===== config.mk =====
export PLATFORM = sky130hd
export DESIGN_NAME = execStage
export DESIGN_NICKNAME = d
export VERILOG_FILES = /design/src/logic/execPkg.sv /design/src/logic/mulDivIntf.sv /design/src/logic/operandSelect.sv /design/src/logic/alu.sv /design/src/logic/mulDivUnit.sv /design/src/logic/execControl.sv /design/src/logic/resultStage.sv /design/src/logic/execStage.sv
export SDC_FILE = /design/constraint.sdc
export NUM_CORES = 2
export LEC_CHECK = 0
export BUFFER_PORTS_ARGS = -buffer_cell sky130_fd_sc_hd__buf_2
export CAP_MARGIN = 20
export CELL_PAD_IN_SITES_DETAIL_PLACEMENT = 0
export CELL_PAD_IN_SITES_GLOBAL_PLACEMENT = 1
export CORE_ASPECT_RATIO = 1.2
export CORE_MARGIN = 4
export CORE_UTILIZATION = 25
export CTS_BUF_LIST = sky130_fd_sc_hd__clkbuf_4
export DETAILED_ROUTE_END_ITERATION = 10
export PLACE_DENSITY_LB_ADDON = 0.08
export SLEW_MARGIN = 10
export SYNTH_ARGS = -nofsm -noshare
export SYNTH_HDL_FRONTEND = slang
export SYNTH_SLANG_ARGS = --single-unit

===== constraint.sdc =====
create_clock -name clk -period 9.2 [get_ports clk]
set_input_delay 1.38 -clock clk [delete_from_list [all_inputs] [get_ports clk]]
set_output_delay 1.38 -clock clk [all_outputs]
set_load 0.01 [all_outputs]

===== src/logic/execPkg.sv =====
package execPkg;

	// --------------------
	// Data widths
	// --------------------

	// Operand and result word
	typedef logic [63:0] word_t;

	// Register number, x0 reads as zero
	typedef logic [4:0] regIdx_t;

	// --------------------
	// Operations
	// --------------------

	typedef enum logic [3:0] {
		OP_ADD   = 4'd0,
		OP_SUB   = 4'd1,
		OP_AND   = 4'd2,
		OP_OR    = 4'd3,
		OP_XOR   = 4'd4,
		OP_SLL   = 4'd5,
		OP_SRL   = 4'd6,
		OP_SRA   = 4'd7,
		OP_SLT   = 4'd8,
		OP_SLTU  = 4'd9,
		OP_LINK  = 4'd10,
		OP_MUL   = 4'd11,
		OP_MULHU = 4'd12,
		OP_DIVU  = 4'd13,
		OP_REMU  = 4'd14
	} execOp_t;

	// Operation code as seen by the multiply/divide unit
	typedef enum logic [1:0] {
		MD_MUL   = 2'd0,
		MD_MULHU = 2'd1,
		MD_DIVU  = 2'd2,
		MD_REMU  = 2'd3
	} mulDivOp_t;

	// --------------------
	// State machines
	// --------------------

	typedef enum logic {
		CTRL_IDLE,
		CTRL_WAIT
	} ctrlState_t;

	typedef enum logic [1:0] {
		MD_IDLE,
		MD_RUN,
		MD_DONE
	} mdState_t;

endpackage


===== src/logic/mulDivIntf.sv =====
`timescale 1ns/100ps

// Request and response lines around the iterative multiply/divide unit
interface mulDivIntf;

	logic              start;
	execPkg::mulDivOp_t op;
	execPkg::word_t    a;
	execPkg::word_t    b;
	execPkg::word_t    result;
	logic              done;

	// Control issues the request and watches for completion
	modport ctrl (output start, output op, input done);

	// Operand selection supplies the operands
	modport src (output a, output b);

	modport unit (input start, input op, input a, input b, output result, output done);

	// Result stage collects the answer
	modport sink (input result, input done);

endinterface


===== src/logic/operandSelect.sv =====
`timescale 1ns/100ps

module operandSelect (
	input  execPkg::word_t   inPc,
	input  execPkg::execOp_t inOp,
	input  execPkg::word_t   inRs1Data,
	input  execPkg::word_t   inRs2Data,
	input  execPkg::word_t   inImm,
	input  logic             inUseImm,
	input  logic             fwdA,
	input  logic             fwdB,
	input  execPkg::word_t   regResult,
	output execPkg::word_t   a,
	output execPkg::word_t   b,
	output execPkg::word_t   storeData,
	mulDivIntf.src           md
);

	execPkg::word_t rs1Value;
	execPkg::word_t rs2Value;

	// --------------------
	// Forwarding from the output register
	// --------------------
	assign rs1Value = fwdA ? regResult : inRs1Data;
	assign rs2Value = fwdB ? regResult : inRs2Data;

	// Link takes the PC as its first source
	assign a = (inOp == execPkg::OP_LINK) ? inPc : rs1Value;
	assign b = inUseImm ? inImm : rs2Value;

	// Store data always comes from rs2, never the immediate
	assign storeData = rs2Value;

	// Same operands feed the iterative unit
	assign md.a = a;
	assign md.b = b;

endmodule


===== src/logic/alu.sv =====
`timescale 1ns/100ps

module alu (
	input  execPkg::execOp_t op,
	input  execPkg::word_t   a,
	input  execPkg::word_t   b,
	input  execPkg::word_t   pc,
	output execPkg::word_t   y
);

	logic [5:0] shamt;
	logic       lessSigned;
	logic       lessUnsigned;

	// Only the low six bits count for 64-bit shifts
	assign shamt = b[5:0];

	assign lessSigned   = $signed(a) < $signed(b);
	assign lessUnsigned = a < b;

	always_comb begin
		unique case (op)
			execPkg::OP_ADD: begin
				y = a + b;
			end
			execPkg::OP_SUB: begin
				y = a - b;
			end
			execPkg::OP_AND: begin
				y = a & b;
			end
			execPkg::OP_OR: begin
				y = a | b;
			end
			execPkg::OP_XOR: begin
				y = a ^ b;
			end
			execPkg::OP_SLL: begin
				y = a << shamt;
			end
			execPkg::OP_SRL: begin
				y = a >> shamt;
			end
			execPkg::OP_SRA: begin
				y = $signed(a) >>> shamt;
			end
			execPkg::OP_SLT: begin
				y = {63'd0, lessSigned};
			end
			execPkg::OP_SLTU: begin
				y = {63'd0, lessUnsigned};
			end
			// Return address of the link
			execPkg::OP_LINK: begin
				y = pc + 64'd4;
			end
			default: begin
				// Multiply/divide results come from the unit
				y = '0;
			end
		endcase
	end

endmodule


===== src/logic/mulDivUnit.sv =====
`timescale 1ns/100ps

module mulDivUnit (
	input logic clk,
	input logic reset,
	mulDivIntf.unit md
);

	execPkg::mdState_t  state;
	execPkg::mulDivOp_t opReg;
	execPkg::word_t     bReg;
	execPkg::word_t     hi;
	execPkg::word_t     lo;
	logic [5:0]         count;

	logic               isMul;
	logic [64:0]        mulSum;
	logic [64:0]        divShift;
	logic [64:0]        divDiff;
	logic               divFits;
	execPkg::word_t     nextHi;
	execPkg::word_t     nextLo;

	assign isMul = (opReg == execPkg::MD_MUL) || (opReg == execPkg::MD_MULHU);

	// --------------------
	// One iteration step
	// --------------------
	always_comb begin
		// Shift-add: hi accumulates, lo holds the multiplier bits
		mulSum = {1'b0, hi} + (lo[0] ? {1'b0, bReg} : 65'd0);

		// Restoring divide: hi is the remainder, lo the quotient
		divShift = {hi, lo[63]};
		divFits  = divShift >= {1'b0, bReg};
		divDiff  = divShift - {1'b0, bReg};

		if (isMul) begin
			nextHi = mulSum[64:1];
			nextLo = {mulSum[0], lo[63:1]};
		end else if (divFits) begin
			nextHi = divDiff[63:0];
			nextLo = {lo[62:0], 1'b1};
		end else begin
			nextHi = divShift[63:0];
			nextLo = {lo[62:0], 1'b0};
		end
	end

	// --------------------
	// Sequencing
	// --------------------
	always_ff @(posedge clk) begin
		if (reset) begin
			state <= execPkg::MD_IDLE;
			count <= '0;
		end else begin
			unique case (state)
				execPkg::MD_IDLE: begin
					if (md.start) begin
						state <= execPkg::MD_RUN;
						count <= '0;
					end
				end
				execPkg::MD_RUN: begin
					count <= count + 6'd1;
					// 64th bit done
					if (count == 6'd63) begin
						state <= execPkg::MD_DONE;
					end
				end
				default: begin
					state <= execPkg::MD_IDLE;
				end
			endcase
		end
	end

	// Datapath registers
	always_ff @(posedge clk) begin
		if (state == execPkg::MD_IDLE && md.start) begin
			opReg <= md.op;
			bReg  <= md.b;
			hi    <= '0;
			lo    <= md.a;
		end else if (state == execPkg::MD_RUN) begin
			hi <= nextHi;
			lo <= nextLo;
		end
	end

	assign md.done = (state == execPkg::MD_DONE);

	always_comb begin
		unique case (opReg)
			execPkg::MD_MUL:   md.result = lo;
			execPkg::MD_MULHU: md.result = hi;
			execPkg::MD_DIVU:  md.result = lo;
			default:           md.result = hi;
		endcase
	end

endmodule


===== src/logic/execControl.sv =====
`timescale 1ns/100ps

module execControl (
	input  logic             clk,
	input  logic             reset,
	input  logic             inValid,
	output logic             inReady,
	input  execPkg::execOp_t inOp,
	input  execPkg::regIdx_t inRs1,
	input  execPkg::regIdx_t inRs2,
	input  logic             regValid,
	input  execPkg::regIdx_t regRd,
	output logic             fwdA,
	output logic             fwdB,
	output logic             accept,
	output logic             resultFromUnit,
	mulDivIntf.ctrl          md
);

	execPkg::ctrlState_t state;
	logic                isMulDiv;

	assign isMulDiv = (inOp == execPkg::OP_MUL) || (inOp == execPkg::OP_MULHU) ||
		(inOp == execPkg::OP_DIVU) || (inOp == execPkg::OP_REMU);

	// --------------------
	// Handshake
	// --------------------
	assign inReady        = (state == execPkg::CTRL_IDLE);
	assign accept         = inValid && inReady;
	assign resultFromUnit = isMulDiv;
	assign md.start       = accept && isMulDiv;

	always_comb begin
		unique case (inOp)
			execPkg::OP_MULHU: md.op = execPkg::MD_MULHU;
			execPkg::OP_DIVU:  md.op = execPkg::MD_DIVU;
			execPkg::OP_REMU:  md.op = execPkg::MD_REMU;
			default:           md.op = execPkg::MD_MUL;
		endcase
	end

	// Forward the last result unless the source is x0
	assign fwdA = regValid && (regRd == inRs1) && (inRs1 != 5'd0);
	assign fwdB = regValid && (regRd == inRs2) && (inRs2 != 5'd0);

	always_ff @(posedge clk) begin
		if (reset) begin
			state <= execPkg::CTRL_IDLE;
		end else begin
			unique case (state)
				execPkg::CTRL_IDLE: begin
					if (md.start) begin
						state <= execPkg::CTRL_WAIT;
					end
				end
				default: begin
					if (md.done) begin
						state <= execPkg::CTRL_IDLE;
					end
				end
			endcase
		end
	end

endmodule


===== src/logic/resultStage.sv =====
`timescale 1ns/100ps

module resultStage (
	input  logic             clk,
	input  logic             reset,
	input  logic             accept,
	input  logic             resultFromUnit,
	input  execPkg::word_t   inPc,
	input  execPkg::regIdx_t inRd,
	input  execPkg::word_t   aluY,
	input  execPkg::word_t   storeData,
	mulDivIntf.sink          md,
	output logic             outValid,
	output execPkg::word_t   outPc,
	output execPkg::regIdx_t outRd,
	output execPkg::word_t   outResult,
	output execPkg::word_t   outStoreData
);

	execPkg::word_t   pendPc;
	execPkg::regIdx_t pendRd;
	execPkg::word_t   pendStore;
	logic             publishAlu;

	assign publishAlu = accept && !resultFromUnit;

	// --------------------
	// Pending multiply/divide instruction
	// --------------------
	always_ff @(posedge clk) begin
		if (accept && resultFromUnit) begin
			pendPc    <= inPc;
			pendRd    <= inRd;
			pendStore <= storeData;
		end
	end

	always_ff @(posedge clk) begin
		if (reset) begin
			outValid <= 1'b0;
		end else begin
			outValid <= publishAlu || md.done;
		end
	end

	// Output register, also the forwarding source
	always_ff @(posedge clk) begin
		if (publishAlu) begin
			outPc        <= inPc;
			outRd        <= inRd;
			outResult    <= aluY;
			outStoreData <= storeData;
		end else if (md.done) begin
			outPc        <= pendPc;
			outRd        <= pendRd;
			outResult    <= md.result;
			outStoreData <= pendStore;
		end
	end

endmodule


===== src/logic/execStage.sv =====
`timescale 1ns/100ps

module execStage (
	input  logic             clk,
	input  logic             reset,
	input  logic             inValid,
	output logic             inReady,
	input  execPkg::word_t   inPc,
	input  execPkg::execOp_t inOp,
	input  execPkg::regIdx_t inRs1,
	input  execPkg::regIdx_t inRs2,
	input  execPkg::regIdx_t inRd,
	input  execPkg::word_t   inRs1Data,
	input  execPkg::word_t   inRs2Data,
	input  execPkg::word_t   inImm,
	input  logic             inUseImm,
	output logic             outValid,
	output execPkg::word_t   outPc,
	output execPkg::regIdx_t outRd,
	output execPkg::word_t   outResult,
	output execPkg::word_t   outStoreData
);

	logic           fwdA;
	logic           fwdB;
	logic           accept;
	logic           resultFromUnit;
	execPkg::word_t a;
	execPkg::word_t b;
	execPkg::word_t storeData;
	execPkg::word_t aluY;

	mulDivIntf md ();

	// --------------------
	// Control and operands
	// --------------------
	execControl control (
		.clk, .reset,
		.inValid, .inReady, .inOp, .inRs1, .inRs2,
		.regValid(outValid),
		.regRd(outRd),
		.fwdA, .fwdB, .accept, .resultFromUnit,
		.md(md.ctrl)
	);

	operandSelect operands (
		.inPc, .inOp, .inRs1Data, .inRs2Data, .inImm, .inUseImm,
		.fwdA, .fwdB,
		.regResult(outResult),
		.a, .b, .storeData,
		.md(md.src)
	);

	// --------------------
	// Execution units
	// --------------------
	alu aluUnit (
		.op(inOp),
		.a, .b,
		.pc(inPc),
		.y(aluY)
	);

	mulDivUnit mulDiv (
		.clk, .reset,
		.md(md.unit)
	);

	resultStage results (
		.clk, .reset,
		.accept, .resultFromUnit,
		.inPc, .inRd, .aluY, .storeData,
		.md(md.sink),
		.outValid, .outPc, .outRd, .outResult, .outStoreData
	);

endmodule


==> results.txt <==
----------------------------------------------------
[Logic synthesis]
  Register area share after synthesis ... 0.282
  Synth Register Bits ... 534
  Synthesized area per cell ... 8.07 um2
  Count of mapped cells out of synthesis ... 6713
  Main flop type after synthesis ... edfxtp_1
  Synthesized area ... 0.0542 mm2
  Async set-or-reset flop fraction in the synthesized netlist ... 0
  Warning count from the yosys run ... 0
  Number of library cell types mapped by synthesis ... 105
  EDFF count, synth ... 460
  Post-synthesis net count ... 7328

[STA]
  Unrepaired setup endpoints after global routing ... false
  Shortest period the worst path allows ... 7280 ps
  Share of the cycle needed by the critical path after routing ... 0.792
  Max-slew violations ... 0
  Clock Skews ... 75.7 ps
  Number of failing hold endpoints at the final stage ... 0
  Slew @ Worst Pin ... 1280 ps
  Setup TNS ... 0 ps
  Setup violation total in the final timing report ... 0
  Worst hold-check slack ... 316 ps
  Fmax ... 0.137 GHz
  Worst slew slack as a fraction of its limit ... 0.124

[Critical path]
  Dominant cell type by count on the critical path ... a211oi_1
  Worst-case reg-to-reg path depth ... 20
  Worst path cell trace ... xnor2_1 > nand3_1 > nor3_2 > buf_12 > mux2_2 > mux2i_1 > ha_1 > a211oi_1 > o21ai_0 > a211oi_1 > nand2_1 > a21oi_1 > o31ai_1 > buf_4 > a22o_1 > a21bo_2 > a31oi_1 > o32ai_1 > a2111oi_0 > a21boi_0
  CP max stage cell ... a31oi_1
  Reg-to-reg slack, setup ... 1920 ps
  Data required time at the worst endpoint ... 10170 ps
  Sort of element at the end of the critical path ... register
  CP max FO ... 60
  Reg-to-Reg End ... results.outResult[53]
  CP Class ... reg2reg
  RR Startpoint ... results.outRd[1]
  Worst EP arrival ... 8260 ps
  Kind of start point of the critical path ... register
  Largest stage delay on the critical path ... 670 ps

[Route]
  Total length of routed wires ... 356 mm
  Via count ... 58385
  DR vias/cell ... 5.80
  Post-route DRC ... 0
  First-iteration detailed-routing DRC count ... 6825
  Router iterations before antenna repair ... 8
  DRT antenna net count ... 0
  Wire per inst ... 35.4 um

[Min path]
  Origin of the worst min-delay path ... inRd[4]
  Min-Delay Endpoint ... results.pendRd[4]
  Worst Hold Depth ... 1
  Path type of the worst min-delay path ... in2reg

[Clocking]
  Number of sinks on the clock net ... 534
  Post-cts resize count ... 0
  Clock tree from TritonCTS ... done
  Worst-Skew Late Latency ... 1300 ps
  Buffer depth of the longest clock path ... 3
  Clock transition time at the flip-flop clock pins of the worst setup and hold paths ... 70 ps
  H-Tree Level Count ... 4
  # Post-CTS Setup Buffers ... 0
  Hold_buf cts ... 0
  Number of clock buffers inserted by TritonCTS ... 170
  CTS root buf ... clkbuf_4

[Floorplanning]
  Floorplan die area ... 0.224 mm2
  Number of core rows ... 186
  Core area ... 0.215 mm2
  Horizontal die dimension ... 433 um
  Vertical die dimension ... 518 um
  Initial core utilization ... 0.252
  Ports ... 478

[Finish]
  Area growth syn-to-layout ... 14.7%
  Share of final-layout standard cells stronger than drive strength 1 ... 0.165
  Post-layout net count ... 7708
  Total of fill cells in the finished design ... 23607

[Global route]
  Gr usage total ... 0.305
  Vias in the first global route ... 57386
  Aggregate global routing overflow ... 0
  Antenna violations before repair ... 55
  Pin count of the biggest net entering global routing ... 128
  First-pass GRT wire length ... 482 mm

[Placement]
  Count of input and output buffers ... 477
  GP Congestion ... 1.04
  HPWL Detailed ... 284 mm

[Pwr]
  Power per cell area ... 196 mW/mm2
  Worst-case vdd ir drop ... 0.136 mV
  LEAKAGE ... 25.5 nW

[Run status]
  Run status ... finished, final reports clean

[Run]
  # Max-Cap Violations ... 0

----------------------------------------------------
[logic make-up (layout without fill, tap and decap cells)]
kind of cell / after synthesis / count (layout) / synth area share
multiplexers: 581 / 581 / 0.114
other: 0 / 28 / 0
AND/OR/NAND/NOR: 2144 / 2144 / 0.180
AO/OA/AOI/OAI: 2151 / 2151 / 0.257
adder cells (fa/ha/maj): 336 / 336 / 0.0781
flip-flops: 534 / 534 / 0.282
XOR/XNOR: 203 / 203 / 0.0331
buffers and inverters: 764 / 1271 / 0.0557
[metrics by stage]
step                      area [um2]  std cells  power (mW)  utilization  setup slack (ps)
final                          62200      10068        12.2        0.289              1920
after floorplan                54200       6713        6.95            -              1560
after global routing           62100      10047        12.8        0.289              1600
after detailed placement       59900       9741        9.49        0.279              1090
after global placement         59900       9739        9.54        0.279              1180
after CTS                      62100      10040        12.2        0.289              2040
[synthesized netlist by cell type, drive strengths merged, types with 14 or more instances]
master | instances | area, um2
nor2b | 69 | 432
nor4 | 30 | 194
nand2 | 889 | 3340
or2 | 33 | 206
a211oi | 120 | 901
o21a | 36 | 270
o211ai | 72 | 541
a21boi | 23 | 173
o21ai | 502 | 2560
nor3 | 126 | 647
nor2 | 493 | 1850
or3 | 24 | 150
a31oi | 58 | 363
a2111oi | 32 | 282
inv | 310 | 1160
ha | 332 | 4150
a211o | 16 | 140
xor2 | 83 | 727
and3 | 52 | 325
and2 | 109 | 682
edfxtp | 460 | 13800
o21bai | 59 | 443
o22ai | 113 | 707
a21oi | 580 | 2920
a31o | 14 | 123
a22oi | 48 | 360
a21o | 107 | 803
nand2b | 45 | 282
nand4 | 79 | 494
buf | 146 | 697
o31ai | 56 | 420
xnor2 | 120 | 1070
and4 | 14 | 123
mux2i | 468 | 4850
o221ai | 55 | 482
clkbuf | 303 | 1140
a221oi | 60 | 556
nand3 | 142 | 721
dfxtp | 74 | 1480
mux2 | 109 | 1230
[power breakdown]
| group | switching, mW | internal [mW] | total (mW) |
|---|---|---|---|
| registers | 0.484 | 2.96 | 3.45 |
| clock network | 1.30 | 1.30 | 2.60 |
| logic | 4.16 | 1.96 | 6.12 |
| total | 5.94 | 6.22 | 12.2 |
[registers in the layout (all words and copies together), names as in the netlist]
register,cells
mulDiv.count,6
mulDiv.opReg,2
mulDiv.state,2
results.pendStore,64
results.outPc,64
results.outStoreData,64
control.state,1
results.outRd,5
mulDiv.lo,64
results.outValid,1
results.pendRd,5
mulDiv.bReg,64
results.outResult,64
results.pendPc,64
mulDiv.hi,64
[worst max-delay path by stage]
stage,end,depth (start not counted),start,slack [ps]
final,results.outResult[53],20,results.outRd[1],1920
after global placement,results.outResult[53],23,inRs1[0],1180
after floorplan,results.outPc[0],8,inOp[1],1560
after detailed placement,results.outResult[53],21,inRs2[1],1090
after global routing,results.outResult[53],20,results.outRd[1],1600
after CTS,results.outResult[53],20,results.outRd[1],2040
[worst max-delay path, delay by kind of cell (launching register included)]
family                   cells  cell delay [ps]
AO/OA/AOI/OAI               11             3820
AND/OR/NAND/NOR              3              760
multiplexers                 2              710
buffers and inverters        2              570
flip-flops                   1              480
adder cells (fa/ha/maj)      1              390
XOR/XNOR                     1              250
[routing by layer]
| metal | global-route usage | wire length, um | vias up |
|---|---|---|---|
| li1 | - | - | 25782 |
| met1 | 0.397 | 152000 | 29129 |
| met2 | 0.482 | 160000 | 2769 |
| met3 | 0.0564 | 23300 | 687 |
| met4 | 0.156 | 21000 | 18 |
| met5 | 0 | 106 | - |
[cell type report]
class	instances	area [um2]	share of cell area
multi-input cells	5415	36100	0.580
diodes	28	70.1	0.00113
well taps	2820	3530	0.0568
clock buffers	249	1870	0.0301
repair buffers	657	3830	0.0617
inverters	315	1200	0.0194
flip-flops and latches	534	15300	0.246
clock inverters	50	295	0.00475
[cells in the final DEF, fill, tap and decap left out, types with 33 or more instances in the layout]
cell      Yosys  final
mux2i_1     446    446
nor2b_1      69     67
o21ai_0     470    469
nor3_1      124    119
and2_1      109    108
and3_1       52     50
a31oi_1      58     58
edfxtp_1    460    460
nor2_1      492    487
xnor2_1     118    118
nand3_1     140    139
inv_1       307    300
a21o_1      107    106
buf_4         2    171
a211oi_1    120    119
nand4_1      79     79
o22ai_1     113    113
clkbuf_4      0    249
a221oi_1     57     57
o211ai_1     72     72
clkinv_1      5     33
buf_2        89    477
nand2b_1     45     43
o31ai_1      56     55
o21a_1       36     36
a22oi_1      48     48
o21bai_1     59     58
dfxtp_1      74     74
ha_1        332    332
o221ai_1     55     55
nand2_1     889    883
xor2_1       83     83
mux2_2      105    105
a21oi_1     578    577
(Power assumes the default switching activity.)
